`src/c16_pkg.sv`:
```
package c16_pkg;

   //////////////////////////////
   // Widths and basic types
   //////////////////////////////

   localparam int unsigned pc_width = 16;

   typedef logic [15:0] word_t;
   typedef logic [31:0] fetch_word_t;
   typedef logic [2:0]  reg_idx_t;

   // Hardwired zero register
   localparam reg_idx_t zero_reg = 3'd7;

   // Bits 15..11 of an instruction, anything else is a no-op
   typedef enum logic [4:0] {
      op_addi = 5'd0,
      op_add  = 5'd1,
      op_subi = 5'd2,
      op_sub  = 5'd3
   } opcode_e;

   typedef enum logic [1:0] {
      alu_nop = 2'd0,
      alu_add = 2'd1,
      alu_sub = 2'd2
   } alu_op_e;

   //////////////////////////////
   // Pipeline structs
   //////////////////////////////

   typedef struct packed {
      alu_op_e  op;
      word_t    arg_0;
      word_t    arg_1;
      reg_idx_t dest;
   } issue_slot_t;

   typedef struct packed {
      logic     en;
      reg_idx_t dest;
      word_t    value;
   } write_port_t;

   typedef struct packed {
      reg_idx_t rs;
      reg_idx_t rt;
   } read_req_t;

   typedef struct packed {
      word_t rs;
      word_t rt;
   } read_rsp_t;

   localparam issue_slot_t nop_slot = '{op: alu_nop, arg_0: '0, arg_1: '0, dest: '0};

   //////////////////////////////
   // Instruction fields
   //////////////////////////////

   function automatic opcode_e inst_opcode(input word_t inst);
      return opcode_e'(inst[15:11]);
   endfunction

   function automatic reg_idx_t inst_rd(input word_t inst);
      return inst[10:8];
   endfunction

   function automatic reg_idx_t inst_rs(input word_t inst);
      return inst[7:5];
   endfunction

   function automatic reg_idx_t inst_rt(input word_t inst);
      return inst[2:0];
   endfunction

   // imm5 sign-extended to a full word
   function automatic word_t inst_imm(input word_t inst);
      return {{11{inst[4]}}, inst[4:0]};
   endfunction

endpackage

```
`src/c16_decoder.sv`:
```
module c16_decoder (
   input  logic                 clk,
   input  logic                 rst_n,
   input  c16_pkg::fetch_word_t fetch_word,
   input  c16_pkg::read_rsp_t   rsp_first,
   input  c16_pkg::read_rsp_t   rsp_second,
   output c16_pkg::read_req_t   req_first,
   output c16_pkg::read_req_t   req_second,
   output c16_pkg::issue_slot_t slot_first,
   output c16_pkg::issue_slot_t slot_second,
   output logic                 fetch_stall
);
   import c16_pkg::*;

   word_t       first_inst;
   word_t       second_inst;
   logic        consume_one;
   issue_slot_t decoded_second;
   logic        first_writes;
   logic        second_reads;

   c16_queue queue_i (
      .clk         (clk),
      .rst_n       (rst_n),
      .fetch_word  (fetch_word),
      .consume_one (consume_one),
      .first_inst  (first_inst),
      .second_inst (second_inst),
      .fetch_stall (fetch_stall)
   );

   //////////////////////////////
   // Opcode decode
   //////////////////////////////

   // Register forms read rt as the second operand
   function automatic logic uses_rt(input word_t inst);
      opcode_e op;
      op = inst_opcode(inst);
      return (op == op_add) || (op == op_sub);
   endfunction

   function automatic issue_slot_t decode(input word_t inst, input read_rsp_t rsp);
      issue_slot_t s;
      s = nop_slot;
      s.dest = inst_rd(inst);
      s.arg_0 = rsp.rs;
      case (inst_opcode(inst))
         op_addi: begin
            s.op = alu_add;
            s.arg_1 = inst_imm(inst);
         end
         op_add: begin
            s.op = alu_add;
            s.arg_1 = rsp.rt;
         end
         op_subi: begin
            s.op = alu_sub;
            s.arg_1 = inst_imm(inst);
         end
         op_sub: begin
            s.op = alu_sub;
            s.arg_1 = rsp.rt;
         end
         default: begin
            s = nop_slot;
         end
      endcase
      return s;
   endfunction

   assign req_first  = '{rs: inst_rs(first_inst), rt: inst_rt(first_inst)};
   assign req_second = '{rs: inst_rs(second_inst), rt: inst_rt(second_inst)};

   assign slot_first     = decode(first_inst, rsp_first);
   assign decoded_second = decode(second_inst, rsp_second);

   //////////////////////////////
   // Intra-pair hazard
   //////////////////////////////

   // Writes to the zero register never create a dependency
   assign first_writes = (slot_first.op != alu_nop) && (slot_first.dest != zero_reg);

   assign second_reads = (decoded_second.op != alu_nop)
                         && ((inst_rs(second_inst) == slot_first.dest)
                             || (uses_rt(second_inst)
                                 && inst_rt(second_inst) == slot_first.dest));

   // Split pair, second halfword waits in the queue
   assign consume_one = first_writes && second_reads;
   assign slot_second = consume_one ? nop_slot : decoded_second;

endmodule

```
`src/c16_executor.sv`:
```
module c16_executor (
   input  logic                 clk,
   input  logic                 rst_n,
   input  c16_pkg::issue_slot_t slot,
   output c16_pkg::write_port_t wb
);
   import c16_pkg::*;

   issue_slot_t slot_q;
   word_t       result;

   always_ff @(posedge clk) begin
      if (!rst_n) begin
         slot_q <= nop_slot;
      end else begin
         slot_q <= slot;
      end
   end

   // Wraps modulo 2^16
   always_comb begin
      case (slot_q.op)
         alu_add: result = slot_q.arg_0 + slot_q.arg_1;
         alu_sub: result = slot_q.arg_0 - slot_q.arg_1;
         default: result = '0;
      endcase
   end

   assign wb.en    = (slot_q.op == alu_add || slot_q.op == alu_sub)
                     && (slot_q.dest != zero_reg);
   assign wb.dest  = slot_q.dest;
   assign wb.value = result;

endmodule

```
`src/c16_fetcher.sv`:
```
module c16_fetcher #(
   parameter int unsigned pc_width = c16_pkg::pc_width
) (
   input  logic                clk,
   input  logic                rst_n,
   input  logic                stall,
   output logic [pc_width-1:0] fetch_addr
);

   logic [pc_width-1:0] addr_q;

   // One word per cycle, held while the queue is full
   always_ff @(posedge clk) begin
      if (!rst_n) begin
         addr_q <= '0;
      end else if (!stall) begin
         addr_q <= addr_q + 1'b1;
      end
   end

   assign fetch_addr = addr_q;

endmodule

```
`src/c16_queue.sv`:
```
module c16_queue (
   input  logic                 clk,
   input  logic                 rst_n,
   input  c16_pkg::fetch_word_t fetch_word,
   input  logic                 consume_one,
   output c16_pkg::word_t       first_inst,
   output c16_pkg::word_t       second_inst,
   output logic                 fetch_stall
);
   import c16_pkg::*;

   logic [1:0]  count_q;
   word_t [1:0] entry_q;

   // Oldest halfword in avail[0]
   word_t [2:0] avail;
   logic [1:0]  avail_count;
   logic [1:0]  issued;
   logic [1:0]  count_next;

   always_comb begin
      avail = '0;
      case (count_q)
         2'd0: begin
            avail[0]    = fetch_word[15:0];
            avail[1]    = fetch_word[31:16];
            avail_count = 2'd2;
         end
         2'd1: begin
            avail[0]    = entry_q[0];
            avail[1]    = fetch_word[15:0];
            avail[2]    = fetch_word[31:16];
            avail_count = 2'd3;
         end
         default: begin
            // Full, the fetched word is not taken
            avail[0]    = entry_q[0];
            avail[1]    = entry_q[1];
            avail_count = 2'd2;
         end
      endcase
   end

   assign issued     = consume_one ? 2'd1 : 2'd2;
   assign count_next = avail_count - issued;

   assign first_inst  = avail[0];
   assign second_inst = avail[1];
   assign fetch_stall = (count_q == 2'd2);

   always_ff @(posedge clk) begin
      if (!rst_n) begin
         count_q <= 2'd0;
      end else begin
         count_q <= count_next;
      end
   end

   // Leftovers shift down in program order
   // Two only remain after a split with three available
   always_ff @(posedge clk) begin
      entry_q[0] <= avail[issued];
      entry_q[1] <= avail[2];
   end

endmodule

```
`src/c16_registers.sv`:
```
module c16_registers (
   input  logic                 clk,
   input  logic                 rst_n,
   input  c16_pkg::read_req_t   req_first,
   input  c16_pkg::read_req_t   req_second,
   input  c16_pkg::reg_idx_t    dbg_addr,
   input  c16_pkg::write_port_t wb_first,
   input  c16_pkg::write_port_t wb_second,
   output c16_pkg::read_rsp_t   rsp_first,
   output c16_pkg::read_rsp_t   rsp_second,
   output c16_pkg::word_t       dbg_value
);
   import c16_pkg::*;

   word_t [7:0] regs;

   // Stored value, overridden by this cycle's writes, second lane last
   function automatic word_t read_port(
      input reg_idx_t    idx,
      input word_t [7:0] file,
      input write_port_t wa,
      input write_port_t wb
   );
      word_t value;
      value = file[idx];
      if (wa.en && wa.dest == idx) begin
         value = wa.value;
      end
      if (wb.en && wb.dest == idx) begin
         value = wb.value;
      end
      if (idx == zero_reg) begin
         value = '0;
      end
      return value;
   endfunction

   always_comb begin
      rsp_first.rs  = read_port(req_first.rs, regs, wb_first, wb_second);
      rsp_first.rt  = read_port(req_first.rt, regs, wb_first, wb_second);
      rsp_second.rs = read_port(req_second.rs, regs, wb_first, wb_second);
      rsp_second.rt = read_port(req_second.rt, regs, wb_first, wb_second);
      dbg_value     = read_port(dbg_addr, regs, wb_first, wb_second);
   end

   // Second lane written last so it wins on a shared destination
   always_ff @(posedge clk) begin
      if (!rst_n) begin
         regs <= '0;
      end else begin
         if (wb_first.en && wb_first.dest != zero_reg) begin
            regs[wb_first.dest] <= wb_first.value;
         end
         if (wb_second.en && wb_second.dest != zero_reg) begin
            regs[wb_second.dest] <= wb_second.value;
         end
      end
   end

endmodule

```
`src/c16_top.sv`:
```
module c16_top #(
   parameter int unsigned pc_width = c16_pkg::pc_width
) (
   input  logic                 clk,
   input  logic                 rst_n,
   input  c16_pkg::fetch_word_t fetch_word,
   input  c16_pkg::reg_idx_t    dbg_addr,
   output logic [pc_width-1:0]  fetch_addr,
   output logic                 fetch_stall,
   output c16_pkg::write_port_t wb_first,
   output c16_pkg::write_port_t wb_second,
   output c16_pkg::word_t       dbg_value
);
   import c16_pkg::*;

   read_req_t   req_first;
   read_req_t   req_second;
   read_rsp_t   rsp_first;
   read_rsp_t   rsp_second;
   issue_slot_t slot_first;
   issue_slot_t slot_second;

   c16_fetcher #(
      .pc_width (pc_width)
   ) fetcher_i (
      .clk        (clk),
      .rst_n      (rst_n),
      .stall      (fetch_stall),
      .fetch_addr (fetch_addr)
   );

   c16_decoder decoder_i (
      .clk         (clk),
      .rst_n       (rst_n),
      .fetch_word  (fetch_word),
      .rsp_first   (rsp_first),
      .rsp_second  (rsp_second),
      .req_first   (req_first),
      .req_second  (req_second),
      .slot_first  (slot_first),
      .slot_second (slot_second),
      .fetch_stall (fetch_stall)
   );

   c16_registers registers_i (
      .clk        (clk),
      .rst_n      (rst_n),
      .req_first  (req_first),
      .req_second (req_second),
      .dbg_addr   (dbg_addr),
      .wb_first   (wb_first),
      .wb_second  (wb_second),
      .rsp_first  (rsp_first),
      .rsp_second (rsp_second),
      .dbg_value  (dbg_value)
   );

   // Two identical lanes, second one wins on write conflicts
   c16_executor executor_first_i (
      .clk   (clk),
      .rst_n (rst_n),
      .slot  (slot_first),
      .wb    (wb_first)
   );

   c16_executor executor_second_i (
      .clk   (clk),
      .rst_n (rst_n),
      .slot  (slot_second),
      .wb    (wb_second)
   );

endmodule

```
`config.mk`:
```
export PLATFORM = sky130hd
export DESIGN_NAME = c16_top
export DESIGN_NICKNAME = d
export VERILOG_FILES = /design/src/c16_pkg.sv /design/src/c16_decoder.sv /design/src/c16_executor.sv /design/src/c16_fetcher.sv /design/src/c16_queue.sv /design/src/c16_registers.sv /design/src/c16_top.sv
export SDC_FILE = /design/constraint.sdc
export NUM_CORES = 1
export LEC_CHECK = 0
export BUFFER_PORTS_ARGS = -buffer_cell sky130_fd_sc_hd__buf_2
export CORE_MARGIN = 4
export CORE_UTILIZATION = 56
export DETAILED_ROUTE_END_ITERATION = 8
export PLACE_DENSITY = 0.74
export SKIP_LAST_GASP = 1
export SLEW_MARGIN = 20
export SYNTH_ARGS = -nofsm -noshare
export SYNTH_HDL_FRONTEND = slang
export SYNTH_SLANG_ARGS = --single-unit
```
`constraint.sdc`:
```
create_clock -name clk -period 11.1 [get_ports clk]
set_input_delay 3.33 -clock clk [delete_from_list [all_inputs] [get_ports clk]]
set_output_delay 3.33 -clock clk [all_outputs]
set_load 0.01 [all_outputs]
```
# Word level (Yosys, flattened, before mapping)
# Cells that the tools add are included.
# totals
regBits	252
latchBits	0
mem_bits_rw	0
rom_bits	0
elab_cells	159
n_memories	0
# classes
n_addsub	6
mul	0
div	0
order_cmp	10
n_eq_ne	32
n_shift	0
muxes	45
n_bitwise	3
n_reduce_logical	43
# ops
op	count
$mux 128	3
$mux 16	22
$bwmux 128	2
$bmux 16 s3	5
$pmux 16 s2	4
$demux 16 s3	2
$pmux 32 s2	1
$eq 3x3->1	12
$add 16x16->16	2
$bmux 16 s2	1
$sub 16x16->16	2
$lt 3x4->1 const B	7
$eq 5x2->1 const B	4
$logic_and 1x1->1	20
$reduce_or 2->1	9
$add 16x1->16 const B	1
$eq 3x3->1 const B	5
$reduce_or 4->1	3
$eq 5x1->1 const B	2
$logic_not 5->1	2
$ne 3x3->1 const B	3
$pmux 2 s2	2
$eq 2x1->1 const B	3
$eq 2x2->1 const B	3
11 further kinds	19

# Longest topological paths before layout
# logic_depth
ltp_word	13
ltp_mapped	17

# Modules after synthesis
# Synthesis repeated with hierarchy kept, for this count alone.
# unflattened
hier_cells	2373
area_unflattened_um2	21294.2
# by_module_without_submodules
module	n_inst	cells_per_inst	area_per_inst_um2	seq_area_each_um2
c16_registers	1	1392	12959.9	2562.5
c16_executor	2	254	2190.9	740.7
c16_queue	1	226	2062.0	680.7
c16_decoder	1	164	1134.8	0.0
c16_fetcher	1	83	755.7	320.3

# Worst setup path before layout
# Ideal clock, no wire load.
# synth_timing
path_type	in2out
startpoint	in dbg_addr[1]
endpoint	out dbg_value[15]
arrival_ps	5243
path_slack_ps	2527
stages	6
n_path_buf	3
path_cell_list	clkbuf_1 > buf_1 > xnor2_1 > nand4_1 > clkbuf_1 > o21ai_0
# synth_between
elab_chain_cells	5
elab_cells_between_ends	10
classes_between	3 x eq/ne; 5 x mux; 2 x reduce/logical
# synth_lines
item	line	source
start: declaration	c16_top.sv:7	input c16_pkg::reg_idx_t dbg_addr,
$bmux 16 s3 / $eq 3x3->1 (equally long branches)	c16_registers.sv:25, c16_registers.sv:26	
$mux 16 (implied by the code) / $logic_and 1x1->1 (equally long branches)	c16_registers.sv:25, c16_registers.sv:26	
$mux 16	c16_registers.sv:26	if (wa.en && wa.dest == idx) begin
$mux 16	c16_registers.sv:29	if (wb.en && wb.dest == idx) begin
$mux 16 *	c16_registers.sv:32	if (idx == zero_reg) begin
end: declaration	c16_top.sv:12	output c16_pkg::word_t dbg_value
# Mark *: on every way between the ends. The rest lies on a longest branch, timed or not. The select of a mux whose other input is x is not followed.

# Worst setup path in the final report
# layout_timing
startpoint	in dbg_addr[0]
endpoint	out dbg_value[9]
# Same word-level chain as after synthesis.

==> results.txt <==
----------------------------------------------------
[Run status]
  Outcome ... completed

[Synth]
  Netlist area before placement ... 18800 um^2
  Gate count after technology mapping ... 2265
  Most area-hungry cell type in the Yosys netlist ... dfxtp_1
  Proportion of synthesized chip area in sequential cells ... 0.268
  Synth async-reset ratio ... 0
  Area contributors post-synth ... dfxtp_1, mux4_2, mux2i_1
  Nets in the synthesized netlist ... 2340
  Most used DFF post-synth ... dfxtp_1
  Yosys top cell area share ... 0.268
  FF+latch count, synth ... between 200 and 300
  Yosys Warn Count ... 0
  Distinct cells, synth ... 80
  EDFF count, synth ... 0
  Average cell area after synthesis ... around 8.3 um^2

[STA]
  Highest achievable clock rate ... 112 MHz
  Slew margin rel. ... 0.284
  Fraction of the cycle the final worst path needs ... 0.804
  Setup tns final ... 0 ns
  Clock period minus final worst setup slack ... 8.93 ns
  Worst Clk Skew ... 0.00928 ns
  Number of hold violations in the final report ... 0
  RSZ-0062 raised after global routing ... false
  Hold Worst Slack ... 0.482 ns
  Final Max Tran Viols ... 0
  Actual transition at the worst max-transition pin ... 1.04 ns
  Endpoints failing setup ... 0

[Drt]
  Detailed-router iteration count before antenna repair ... 6
  Total wire length ... 70800 um
  Remaining number of nets flagged by the antenna check after routing ... 0
  Via Count ... 19071
  Routed via count divided by cell count ... 6.98
  DR WL/cell ... 25.9 um
  Drt initial violations ... approximately 2800
  Residual DRC ... 0

[Critical path]
  Setup slack of the most critical reg-to-reg path ... a little over 6 ns
  Critical path buffers and inverters ... 3
  Worst path top cell family by delay ... buffers and inverters
  Cell chain of the critical path ... buf_2 > xnor2_1 > nand4_1 > buf_4 > nand2b_1 > o21ai_0 > buf_2
  Most common cell on crit path ... buf_2
  Biggest cell delay along the critical path ... ~0.7 ns
  Crit path arrival time ... between 5 and 6 ns
  Maximum fanout count along the critical path ... 35
  Setup crit end kind ... primary output
  Max stage delay cell, worst path ... buf_2
  Worst Setup Start Kind ... primary input
  Number of cells on the worst reg-to-reg path ... 15
  Number of logic stages on the critical path including buffering ... 7
  Worst reg2reg path endpoint ... executor_second_i.slot_q[18]
  Required time reported for the critical path endpoint ... 7.77 ns
  Critical Setup Path Class ... primary input to primary output
  Worst R2R Start ... executor_first_i.slot_q[6]

[Global route]
  Global-route usage over all layers ... 0.375
  Largest net degree at the start of global routing ... 63
  Antenna violations before repair ... 0
  First-pass GRT wire length ... between 100000 and 150000 um
  Number of global-route vias before repair ... 18017
  Total gr overflow ... 0

[Power]
  Sw Pwr ... around 660 uW
  Cell area power density ... 110 nW/um^2
  Power share of the clock group ... 0.430
  Leak Pwr ... 0.00801 uW
  Sw frac ... 0.290
  IR drop worst, VDD ... 0.114 mV
  Portion of total power attributed to combinational logic ... 0.164
  Sequential share of power ... 0.405
  Internal power of the cells ... ~1600 uW

[CTS]
  Clock slew at reported path FFs ... 0.06 ns
  Maximum level of the CTS H-tree ... 1
  Post-CTS setup-driven buffer insertion count ... 0
  Resized cells post-CTS ... 0
  Insertion delay to the later sink of the worst-skew pair ... 0.57 ns
  Root buffer cell ... clkbuf_16
  Number of sinks handled by clock tree synthesis ... 252
  Maximum root-to-sink buffer count ... 3
  TritonCTS buffer count ... 29
  Number of buffers added to fix hold violations after cts ... 0
  Clock tree from TritonCTS ... built

[Finish]
  Relative area change from synthesis to final layout ... 9.50%
  Count of inserted antenna diode cells ... 0
  Layout Nets ... between 2000 and 2500
  Fraction of layout instances using a drive strength above 1 ... 0.171

[Worst hold path]
  Hold wc startpoint ... decoder_i.queue_i.entry_q[9]
  Worst min-delay path class ... flip-flop to flip-flop
  Hold Crit Depth ... 2
  Worst hold endpoint ... executor_first_i.wb[17]

[Floorplanning]
  Site Rows ... 66
  Chip width ... 191 um
  Number of top-level pins ... 110
  Starting density of the core ... 0.573
  Die span in y ... 191 um
  Die Footprint ... 36600 um^2
  Area of the core region ... 32900 um^2

[Placed design]
  Global placer's final weighted congestion ... 1.02
  Port Buffers ... 109
  Post-detail-place hpwl ... 49300 um

[Run]
  Max-cap violations ... 0

----------------------------------------------------
==> how the worst max path moves through the flow <==
stage                      from            end  slack, ns
finish              dbg_addr[0]   dbg_value[9]       2.17
global route        dbg_addr[0]   dbg_value[3]       2.07
CTS                 dbg_addr[1]   dbg_value[5]       2.10
detailed placement  dbg_addr[1]   dbg_value[5]       2.10
global placement    dbg_addr[1]   dbg_value[0]       2.14
floorplan           dbg_addr[1]  dbg_value[15]       2.53
==> per-layer routing <==
layer,wire (um),track usage,vias up
met1,26300,0.489,9107
met2,30900,0.578,1350
met4,3360,0.158,0
li1,-,-,8359
met5,0,0,-
met3,10300,0.118,255
==> state kept, by name, summed over array words and instances (netlist names) <==
| name | cells |
|---|---|
| registers_i.regs | 128 |
| executor_first_i.slot_q | 34 |
| executor_second_i.slot_q | 34 |
| decoder_i.queue_i.entry_q | 32 |
| fetcher_i.fetch_addr | 16 |
| executor_first_i.wb | 3 |
| executor_second_i.wb | 3 |
| decoder_i.queue_i.count_q | 2 |
==> layout by cell type, fill, tap and decap left out, types with 44 or more instances in the layout <==
cell type and count:
a211oi_1 95, a21oi_1 153, buf_2 108, buf_4 57, dfxtp_1 252, inv_1 50
mux2i_1 121, mux4_2 104, nand2_1 256, nand3_1 44, nor2_1 226, o21ai_0 164
xnor2_1 73
==> worst register-to-register path: stages (launching register included) <==
cell	delay, ns
dfxtp_1	0.35
nor4_1	0.76
nand2_1	0.16
nor2_1	0.35
a21oi_1	0.15
xnor2_1	0.16
ha_1	0.37
a211oi_1	0.36
o21bai_1	0.15
and3_1	0.18
a2111oi_0	0.67
xnor2_1	0.28
nor2b_1	0.20
buf_4	0.22
o21ai_0	0.16
a221oi_1	0.31
==> kinds of logic after synthesis <==
group	count (synthesis)	share of synthesized area
mux	262	0.214
xor+xnor	97	0.0451
buf+inv	241	0.0538
flops	252	0.268
fa+ha+maj	38	0.0260
simple gates	735	0.177
compound gates	640	0.216
==> stage by stage <==
| step | cells | setup WS, ns | total power [uW] | cell area (um^2) | util |
|---|---|---|---|---|---|
| after floorplan | 2265 | 2.53 | 1190 | 18800 | - |
| after global placement | 2682 | 2.14 | 1290 | 19600 | 0.598 |
| after detailed placement | 2682 | 2.10 | 1290 | 19700 | 0.598 |
| after CTS | 2734 | 2.10 | 2260 | 20600 | 0.627 |
| after global routing | 2734 | 2.07 | 2330 | 20600 | 0.628 |
| final | 2734 | 2.17 | 2270 | 20600 | 0.628 |
==> Yosys cell counts, drive strengths merged, types with 23 or more instances <==
library cell,instances
clkbuf,123
and3,30
a31oi,26
inv,50
nor2,227
buf,67
xnor2,74
mux2i,127
nand2,259
mux4,105
xor2,23
ha,36
nand3,44
o21ai,172
a21oi,154
o211ai,33
mux2,30
and2,40
nor3,40
dfxtp,252
a211oi,95
o22ai,37
==> power by group through the flow <==
stage / clock (uW) / combinational [uW] / sequential (uW)
CTS: 986 / 358 / 920
floorplan: 0 / 248 / 937
global placement: 0 / 350 / 939
detailed placement: 0 / 355 / 940
finish: 978 / 374 / 920
global route: 1020 / 392 / 921
==> layout make-up <==
cell class,instances,area (um^2)
Multi-Input combinational cell,1772,12900
Fill cell,2912,12200
Sequential cell,252,5040
Timing Repair Buffer,165,968
Clock buffer,39,833
Tap cell,442,553
Inverter,51,193
Clock inverter,13,133
Power figures use the tool's default switching activity.
